===== config.mk =====
export PLATFORM = sky130hd
export DESIGN_NAME = mdu_top
export DESIGN_NICKNAME = d
export VERILOG_FILES = /design/src/hdl/mdu_pkg.sv /design/src/hdl/mdu_decoder.sv /design/src/hdl/mdu_divider.sv /design/src/hdl/mdu_execute.sv /design/src/hdl/mdu_result.sv /design/src/hdl/mdu_top.sv
export VERILOG_INCLUDE_DIRS = /design/src /design/src/include
export SDC_FILE = /design/constraint.sdc
export NUM_CORES = 2
export LEC_CHECK = 0
export BUFFER_PORTS_ARGS = -buffer_cell sky130_fd_sc_hd__buf_2
export CAP_MARGIN = 20
export CORE_ASPECT_RATIO = 1.5
export CORE_MARGIN = 10
export CORE_UTILIZATION = 33
export CTS_CLUSTER_DIAMETER = 80
export CTS_CLUSTER_SIZE = 25
export DETAILED_ROUTE_END_ITERATION = 10
export MAX_ROUTING_LAYER = met4
export SYNTH_ARGS = -nofsm -noshare
export SYNTH_HDL_FRONTEND = slang
export SYNTH_SLANG_ARGS = --single-unit

===== constraint.sdc =====
create_clock -name clk_i -period 4.4 [get_ports clk_i]
set_input_delay 1.32 -clock clk_i [delete_from_list [all_inputs] [get_ports clk_i]]
set_output_delay 1.32 -clock clk_i [all_outputs]
set_load 0.05 [all_outputs]

===== src/include/mdu_macros.svh =====
// Data width and RV32M encoding macros for the multiply/divide unit
`ifndef MDU_MACROS_SVH
`define MDU_MACROS_SVH

// Operand and result word size
`define MDU_XLEN 32

// Major opcode of register-register ALU instructions
`define MDU_OPCODE_OP 7'b011_0011

// funct7 that selects the M extension
`define MDU_FUNCT7_MULDIV 7'b000_0001

`endif


===== src/hdl/mdu_pkg.sv =====
// Package with operation enums, control and payload structs, illegal control default
`include "mdu_macros.svh"

package mdu_pkg;

  //////////////////////////////////////////////////////////////////////
  // Operation encodings
  //////////////////////////////////////////////////////////////////////

  // Multiplier output word select
  typedef enum logic {
    MUL_M32 = 1'b0,
    MUL_H   = 1'b1
  } mul_op_e;

  // Divider operation, bit 0 set means unsigned
  typedef enum logic [1:0] {
    DIV_DIV  = 2'b00,
    DIV_DIVU = 2'b01,
    DIV_REM  = 2'b10,
    DIV_REMU = 2'b11
  } div_op_e;

  //////////////////////////////////////////////////////////////////////
  // Request, control and result
  //////////////////////////////////////////////////////////////////////

  // Incoming request
  typedef struct packed {
    logic [`MDU_XLEN-1:0] instr;
    logic [`MDU_XLEN-1:0] rs1;
    logic [`MDU_XLEN-1:0] rs2;
  } mdu_req_t;

  // Decoded control
  // mul_signed_mode[1] -> rs1 signed, [0] -> rs2 signed
  typedef struct packed {
    logic       illegal_insn;
    logic       mul_en;
    logic       div_en;
    mul_op_e    mul_operator;
    logic [1:0] mul_signed_mode;
    div_op_e    div_operator;
  } mdu_ctrl_t;

  // Decoder starting point, nothing enabled
  parameter mdu_ctrl_t MDU_CTRL_ILLEGAL = '{
    illegal_insn:    1'b1,
    mul_en:          1'b0,
    div_en:          1'b0,
    mul_operator:    MUL_M32,
    mul_signed_mode: 2'b00,
    div_operator:    DIV_DIV
  };

  // Result payload
  typedef struct packed {
    logic [`MDU_XLEN-1:0] data;
    logic                 illegal;
  } mdu_res_t;

endpackage : mdu_pkg


===== src/hdl/mdu_decoder.sv =====
// Combinational RV32M decoder, instruction word to control struct
`timescale 1ns/1ps
`include "mdu_macros.svh"

module mdu_decoder (
  input  logic [`MDU_XLEN-1:0] instr_i,
  output mdu_pkg::mdu_ctrl_t   ctrl_o
);

  // Instruction fields
  logic [6:0] opcode;
  logic [2:0] funct3;
  logic [6:0] funct7;

  assign opcode = instr_i[6:0];
  assign funct3 = instr_i[14:12];
  assign funct7 = instr_i[31:25];

  always_comb begin
    // Illegal unless proven otherwise
    ctrl_o = mdu_pkg::MDU_CTRL_ILLEGAL;

    case (opcode)
      `MDU_OPCODE_OP: begin
        if (funct7 == `MDU_FUNCT7_MULDIV) begin
          // All eight funct3 values are valid RV32M ops
          ctrl_o.illegal_insn = 1'b0;
          case (funct3)
            3'b000: begin // mul
              ctrl_o.mul_en       = 1'b1;
              ctrl_o.mul_operator = mdu_pkg::MUL_M32;
            end
            3'b001: begin // mulh
              ctrl_o.mul_en          = 1'b1;
              ctrl_o.mul_operator    = mdu_pkg::MUL_H;
              ctrl_o.mul_signed_mode = 2'b11;
            end
            3'b010: begin // mulhsu
              ctrl_o.mul_en          = 1'b1;
              ctrl_o.mul_operator    = mdu_pkg::MUL_H;
              ctrl_o.mul_signed_mode = 2'b10;
            end
            3'b011: begin // mulhu
              ctrl_o.mul_en          = 1'b1;
              ctrl_o.mul_operator    = mdu_pkg::MUL_H;
              ctrl_o.mul_signed_mode = 2'b00;
            end
            3'b100: begin // div
              ctrl_o.div_en       = 1'b1;
              ctrl_o.div_operator = mdu_pkg::DIV_DIV;
            end
            3'b101: begin // divu
              ctrl_o.div_en       = 1'b1;
              ctrl_o.div_operator = mdu_pkg::DIV_DIVU;
            end
            3'b110: begin // rem
              ctrl_o.div_en       = 1'b1;
              ctrl_o.div_operator = mdu_pkg::DIV_REM;
            end
            default: begin // remu
              ctrl_o.div_en       = 1'b1;
              ctrl_o.div_operator = mdu_pkg::DIV_REMU;
            end
          endcase
        end
      end

      // Other opcodes keep the illegal default
      default: ;
    endcase
  end

endmodule : mdu_decoder


===== src/hdl/mdu_divider.sv =====
// Iterative radix-2 restoring divider on unsigned magnitudes
`timescale 1ns/1ps
`include "mdu_macros.svh"

module mdu_divider (
  input  logic                 clk_i,
  input  logic                 arst_n_i,
  input  logic                 start_i,
  input  logic [`MDU_XLEN-1:0] dividend_i,
  input  logic [`MDU_XLEN-1:0] divisor_i,
  output logic                 done_o,
  output logic [`MDU_XLEN-1:0] quotient_o,
  output logic [`MDU_XLEN-1:0] remainder_o
);

  // Iterations left, zero when idle
  logic [5:0] cnt_q;
  logic       busy;
  logic       done_q;

  // Partial remainder, quotient/dividend shifter, divisor
  logic [`MDU_XLEN-1:0] rem_q;
  logic [`MDU_XLEN-1:0] quo_q;
  logic [`MDU_XLEN-1:0] dvs_q;

  // One iteration
  logic [`MDU_XLEN:0] shifted;
  logic [`MDU_XLEN:0] trial;
  logic               fits;

  assign busy = (cnt_q != 6'd0);

  //////////////////////////////////////////////////////////////////////
  // Shift-subtract step
  //////////////////////////////////////////////////////////////////////

  // Next dividend bit enters the remainder
  assign shifted = {rem_q, quo_q[`MDU_XLEN-1]};
  assign trial   = shifted - {1'b0, dvs_q};
  // No borrow, so the divisor fits
  assign fits    = ~trial[`MDU_XLEN];

  //////////////////////////////////////////////////////////////////////
  // Control
  //////////////////////////////////////////////////////////////////////

  always_ff @(posedge clk_i or negedge arst_n_i) begin
    if (!arst_n_i) begin
      cnt_q  <= 6'd0;
      done_q <= 1'b0;
    end else begin
      // Pulse on the last iteration
      done_q <= busy && (cnt_q == 6'd1);
      if (start_i) begin
        cnt_q <= 6'(`MDU_XLEN);
      end else if (busy) begin
        cnt_q <= cnt_q - 6'd1;
      end
    end
  end

  // Datapath, held after the last step
  always_ff @(posedge clk_i) begin
    if (start_i) begin
      rem_q <= '0;
      quo_q <= dividend_i;
      dvs_q <= divisor_i;
    end else if (busy) begin
      // Restore on borrow
      rem_q <= fits ? trial[`MDU_XLEN-1:0] : shifted[`MDU_XLEN-1:0];
      quo_q <= {quo_q[`MDU_XLEN-2:0], fits};
    end
  end

  assign done_o      = done_q;
  assign quotient_o  = quo_q;
  assign remainder_o = rem_q;

  // Caller waits for done before restarting
  start_not_busy_a: assert property (
    @(posedge clk_i) disable iff (!arst_n_i) start_i |-> !busy
  ) else $error("divider started while busy");

endmodule : mdu_divider


===== src/hdl/mdu_execute.sv =====
// Execute stage, single-cycle multiplier and sign-corrected divide around the divider
`timescale 1ns/1ps
`include "mdu_macros.svh"

module mdu_execute (
  input  logic                 clk_i,
  input  logic                 arst_n_i,
  input  logic                 valid_i,
  output logic                 ready_o,
  input  mdu_pkg::mdu_ctrl_t   ctrl_i,
  input  logic [`MDU_XLEN-1:0] rs1_i,
  input  logic [`MDU_XLEN-1:0] rs2_i,
  output logic                 valid_o,
  input  logic                 ready_i,
  output mdu_pkg::mdu_res_t    res_o
);

  localparam int XL = `MDU_XLEN;

  typedef enum logic [1:0] {S_IDLE, S_DIV, S_HOLD} state_e;

  state_e            state_q;
  logic              accept;
  mdu_pkg::mdu_res_t res_q;
  mdu_pkg::mdu_res_t single_res;

  // Multiplier
  logic signed [XL:0]     mul_a;
  logic signed [XL:0]     mul_b;
  logic signed [2*XL+1:0] mul_prod;

  // Divide setup and finish
  logic                 div_start;
  logic                 div_signed;
  logic                 a_neg;
  logic                 b_neg;
  logic [XL-1:0]        a_mag;
  logic [XL-1:0]        b_mag;
  logic                 div_done;
  logic [XL-1:0]        div_quo;
  logic [XL-1:0]        div_rem;
  logic [XL-1:0]        q_fix;
  logic [XL-1:0]        r_fix;
  logic [XL-1:0]        div_data;
  mdu_pkg::div_op_e     div_op_q;
  logic                 a_neg_q;
  logic                 b_neg_q;
  logic                 by_zero_q;
  logic                 ovf_q;
  logic [XL-1:0]        dividend_q;

  // Free when idle or the held result leaves now
  assign ready_o   = (state_q == S_IDLE) || ((state_q == S_HOLD) && ready_i);
  assign accept    = valid_i && ready_o;
  assign div_start = accept && ctrl_i.div_en;

  //////////////////////////////////////////////////////////////////////
  // Multiply, 33x33 signed
  //////////////////////////////////////////////////////////////////////

  assign mul_a    = {ctrl_i.mul_signed_mode[1] & rs1_i[XL-1], rs1_i};
  assign mul_b    = {ctrl_i.mul_signed_mode[0] & rs2_i[XL-1], rs2_i};
  assign mul_prod = mul_a * mul_b;

  // Zero data unless a multiply
  always_comb begin
    single_res.illegal = ctrl_i.illegal_insn;
    if (!ctrl_i.mul_en) begin
      single_res.data = '0;
    end else if (ctrl_i.mul_operator == mdu_pkg::MUL_H) begin
      single_res.data = mul_prod[2*XL-1:XL];
    end else begin
      single_res.data = mul_prod[XL-1:0];
    end
  end

  //////////////////////////////////////////////////////////////////////
  // Divide, magnitudes in and sign fix out
  //////////////////////////////////////////////////////////////////////

  assign div_signed = (ctrl_i.div_operator == mdu_pkg::DIV_DIV) ||
                      (ctrl_i.div_operator == mdu_pkg::DIV_REM);
  assign a_neg      = div_signed & rs1_i[XL-1];
  assign b_neg      = div_signed & rs2_i[XL-1];
  assign a_mag      = a_neg ? -rs1_i : rs1_i;
  assign b_mag      = b_neg ? -rs2_i : rs2_i;

  mdu_divider mdu_divider_i (
    .clk_i       (clk_i),
    .arst_n_i    (arst_n_i),
    .start_i     (div_start),
    .dividend_i  (a_mag),
    .divisor_i   (b_mag),
    .done_o      (div_done),
    .quotient_o  (div_quo),
    .remainder_o (div_rem)
  );

  always_comb begin
    // Quotient negative on sign mismatch, remainder follows dividend
    q_fix = (a_neg_q ^ b_neg_q) ? -div_quo : div_quo;
    r_fix = a_neg_q ? -div_rem : div_rem;
    if (by_zero_q) begin
      q_fix = '1;
      r_fix = dividend_q;
    end
    if (ovf_q) begin
      // Most negative / -1
      q_fix = dividend_q;
      r_fix = '0;
    end
    if ((div_op_q == mdu_pkg::DIV_REM) || (div_op_q == mdu_pkg::DIV_REMU)) begin
      div_data = r_fix;
    end else begin
      div_data = q_fix;
    end
  end

  //////////////////////////////////////////////////////////////////////
  // FSM and result register
  //////////////////////////////////////////////////////////////////////

  always_ff @(posedge clk_i or negedge arst_n_i) begin
    if (!arst_n_i) begin
      state_q <= S_IDLE;
    end else begin
      case (state_q)
        S_DIV: begin
          if (div_done) state_q <= S_HOLD;
        end
        default: begin
          if (accept) begin
            state_q <= ctrl_i.div_en ? S_DIV : S_HOLD;
          end else if ((state_q == S_HOLD) && ready_i) begin
            state_q <= S_IDLE;
          end
        end
      endcase
    end
  end

  always_ff @(posedge clk_i) begin
    // Divide context captured with the divider start
    if (div_start) begin
      div_op_q   <= ctrl_i.div_operator;
      a_neg_q    <= a_neg;
      b_neg_q    <= b_neg;
      by_zero_q  <= div_signed && (rs2_i == '0);
      ovf_q      <= div_signed && (rs1_i == {1'b1, {(XL-1){1'b0}}}) && (rs2_i == '1);
      dividend_q <= rs1_i;
    end
    if (accept && !ctrl_i.div_en) begin
      res_q <= single_res;
    end else if ((state_q == S_DIV) && div_done) begin
      res_q <= '{data: div_data, illegal: 1'b0};
    end
  end

  assign valid_o = (state_q == S_HOLD);
  assign res_o   = res_q;

  // Stalled result holds across the divider and FSM
  res_hold_a: assert property (
    @(posedge clk_i) disable iff (!arst_n_i)
    valid_o && !ready_i |=> valid_o && $stable(res_o)
  ) else $error("execute result changed under stall");

endmodule : mdu_execute


===== src/hdl/mdu_result.sv =====
// One-entry registered output buffer with valid/ready toward the consumer
`timescale 1ns/1ps

module mdu_result (
  input  logic              clk_i,
  input  logic              arst_n_i,
  input  logic              valid_i,
  output logic              ready_o,
  input  mdu_pkg::mdu_res_t res_i,
  output logic              res_valid_o,
  input  logic              res_ready_i,
  output mdu_pkg::mdu_res_t res_o
);

  logic              full_q;
  logic              load;
  mdu_pkg::mdu_res_t res_q;

  //////////////////////////////////////////////////////////////////////
  // Entry control
  //////////////////////////////////////////////////////////////////////

  // Room when empty or draining this cycle
  assign ready_o = ~full_q | res_ready_i;
  assign load    = valid_i & ready_o;

  always_ff @(posedge clk_i or negedge arst_n_i) begin
    if (!arst_n_i) begin
      full_q <= 1'b0;
    end else if (load) begin
      // Load wins over drain
      full_q <= 1'b1;
    end else if (res_ready_i) begin
      full_q <= 1'b0;
    end
  end

  // Payload
  always_ff @(posedge clk_i) begin
    if (load) begin
      res_q <= res_i;
    end
  end

  assign res_valid_o = full_q;
  assign res_o       = res_q;

  // Offered result stays put until taken
  out_hold_a: assert property (
    @(posedge clk_i) disable iff (!arst_n_i)
    res_valid_o && !res_ready_i |=> res_valid_o && $stable(res_o)
  ) else $error("output result dropped or changed under stall");

endmodule : mdu_result


===== src/hdl/mdu_top.sv =====
// Top level of the RV32M unit, decode into execute into result buffer
`timescale 1ns/1ps

module mdu_top (
  input  logic              clk_i,
  input  logic              arst_n_i,
  input  logic              req_valid_i,
  output logic              req_ready_o,
  input  mdu_pkg::mdu_req_t req_i,
  output logic              res_valid_o,
  input  logic              res_ready_i,
  output mdu_pkg::mdu_res_t res_o
);

  // Decode to execute
  mdu_pkg::mdu_ctrl_t ctrl;

  // Execute to result
  logic              ex_valid;
  logic              ex_ready;
  mdu_pkg::mdu_res_t ex_res;

  mdu_decoder mdu_decoder_i (
    .instr_i (req_i.instr),
    .ctrl_o  (ctrl)
  );

  // Operands bypass the decoder
  mdu_execute mdu_execute_i (
    .clk_i    (clk_i),
    .arst_n_i (arst_n_i),
    .valid_i  (req_valid_i),
    .ready_o  (req_ready_o),
    .ctrl_i   (ctrl),
    .rs1_i    (req_i.rs1),
    .rs2_i    (req_i.rs2),
    .valid_o  (ex_valid),
    .ready_i  (ex_ready),
    .res_o    (ex_res)
  );

  mdu_result mdu_result_i (
    .clk_i       (clk_i),
    .arst_n_i    (arst_n_i),
    .valid_i     (ex_valid),
    .ready_o     (ex_ready),
    .res_i       (ex_res),
    .res_valid_o (res_valid_o),
    .res_ready_i (res_ready_i),
    .res_o       (res_o)
  );

endmodule : mdu_top


==> results.toml <==
[status]
status = "complete, but fails checks"
failed_checks = "setup timing"

[clocking]
clkLatencyLatePin_ns = 0.53
clk_pin_slew_ns = 0.10
cts_made_buffers = 14
clockBufferDepth = 3
cts_max_level = 1
tritoncts = "built"
cts_hold_buffers = 0
clock-root-buffer = "clkbuf_16"
cts_sinks = 209

[grt]
grt_overflow = 0
grt_antenna_before_repair = 11
grt_pass1_vias = 45400
grt.busiest_layer = "met2"
met1_usage = 0.221
grt_usage = 0.221
met3_usage = 0.0216
grt_use_met2 = 0.400
grt_max_degree = 99
grt_pass1_wl_um = 279000

[timing]
whs_ns = 0.421
fin_crit_ns = 9.26
finClkSkew_ns = 0.0353
fin_ws_ns = -4.86
finalSetupViolCount = 32
hold_viol = 0
fin_crit_sh = 2.11
max_freq_ghz = 0.108
grt_setup_unrepaired = "true"
tightestPinTransition_ns = 0.937
relSlewSlack = 0.372
drv_slew = 0

[die]
num_rows = 176
die-width_um = 341
core_um2 = 154000
die_h_um = 502
initial_core_util = 0.333
die_area_um2 = 171000
ios = 135

[critical_path]
crit_family = "adder cells"
crit_path_start_kind = "primary input"
crit_buf_inv = 10
crit_type = "in -> reg"
cp_max_fo = 5
cp_data_arrival_time_ns = 9.53
crit_path_frequent_cell = "fa_1"
max_stage_delay_ns = 0.67
end_kind = "flop"
worstPathRequired_ns = 4.67
slowest_stage = "fa_2"

[logic_synthesis]
synth_enable_flop_cells = 167
syn_nets = 7104
synthCells = 5627
syn_area_um2 = 51100
yosysUniqueCellTypes = 84
synth_seq_area_share = 0.115
synth_area_per_cell_um2 = 9.09
ys.warnings.count = 0
async_reset_ff_frac = 0.0478
ys.flop_type = "edfxtp_1"
ys_ff_latch = 209

[finish]
nNetsFinal = 7593
final_cell_mix = "inv_1, fa_1, nand2_1, buf_4, and2_1"
syn_to_final_growth_pct = 19.6
finalNonFillerCells = 8181
drive_gt1_frac = 0.174
layout_commonest_cell = "inv_1"
fin_util = 0.398

[hold_path]
holdCritPathClass = "reg -> reg"

[flow_run]
drv_cap = 0

[detailed_routing]
postRouteWirelength_um = 184000
wl_per_cell_um = 22.5
viasPerCell = 5.05
vias = 41300
drtIter0Drc = 2592
remaining_drc_errors = 0
dr.pass1.iters = 5
drtAntennaViolNets = 0

[placed_design]
gp_congestion = 0.979
place_ws_ns = -5.75
dp.cells = 8095
hpwl_um = 157000
io_buffers = 119
state kept, by name (all words and copies together) (netlist names), 2 cells and up:
name,count
mdu_execute_i.res_o,33
mdu_result_i.res_o,33
mdu_execute_i.dividend_q,32
mdu_execute_i.mdu_divider_i.dvs_q,32
mdu_execute_i.mdu_divider_i.quotient_o,32
mdu_execute_i.mdu_divider_i.remainder_o,32
mdu_execute_i.mdu_divider_i.cnt_q,6
mdu_execute_i.state_q,2
synthesized netlist by cell type (all sizes together), types with 33 or more instances:
library cell | n | area [µm²]
nor3 | 40 | 223
ha | 251 | 3140
a21o | 42 | 315
xor2 | 97 | 850
clkbuf | 257 | 968
a21oi | 177 | 893
mux2i | 43 | 430
inv | 1208 | 4530
o31ai | 36 | 285
and2 | 321 | 2010
buf | 74 | 292
nand2 | 911 | 3420
nand3 | 33 | 165
o21ai | 142 | 711
nor2 | 173 | 649
xnor2 | 122 | 1070
a211oi | 33 | 258
edfxtp | 167 | 5010
fa | 1126 | 22500
final timing paths:
kind / end / startpoint / cells past startpoint / slack (ns)
worst max-delay path: mdu_execute_i.res_o[23] / req_i[67] / 33 / -4.86
worst min-delay path: mdu_result_i.res_o[17] / mdu_execute_i.res_o[17] / 0 / 0.42
worst max register to register: mdu_execute_i.mdu_divider_i.remainder_o[0] / mdu_execute_i.mdu_divider_i.quotient_o[31] / 15 / 0.46
worst min register to register: mdu_result_i.res_o[17] / mdu_execute_i.res_o[17] / 0 / 0.42
max in group asynchronous: mdu_execute_i.mdu_divider_i.cnt_q[4] / arst_n_i / 1 / 3.45
min in group asynchronous: mdu_result_i.res_valid_o / arst_n_i / 1 / 0.69
cell type report:
| cell class | count | area, µm² |
|---|---|---|
| multi-input cells | 3879 | 40700 |
| clock buffers | 18 | 390 |
| diodes | 10 | 25.0 |
| flip-flops and latches | 209 | 5910 |
| repair buffers | 803 | 6940 |
| inverters | 1209 | 4550 |
| fillers | 15300 | 92500 |
| well taps | 2047 | 2560 |
| clock inverters | 6 | 77.6 |
timing repair:
item,CTS,global route
setup buffers,39,16
pin swaps,117,85
endpoints found under the setup margin,32,32
gates resized for setup,191,70
hold endpoints to repair,0,0
cloned,1,0
through the flow:
step / cell area (µm²) / setup TNS (ns)
global route: 61200 / -154.37
global placement: 59000 / -171.34
CTS: 60700 / -144.61
detailed placement: 59000 / -170.62
finish: 61200 / -147.91
floorplan: 51700 / -133.44
metal layers:
metal  share of wire  wire length, µm
met4           0.094            17300
met5               0                0
met2            0.52            96600
met3           0.047             8660
met1            0.34            61900
cells by family (layout without fill, tap and decap cells):
group           Yosys count  in the layout  synth area share
xor+xnor                219            219            0.0375
simple gates           1639           1640             0.148
other cells               0             10                 0
buf+inv                1540           2036             0.113
flops                   209            209             0.115
mux                      45             45           0.00886
fa+ha+maj              1377           1377             0.502
compound gates          598            598            0.0745
Power is not shown: default switching activity piles up to over one toggle a cycle in this logic, so the estimate is an artifact.
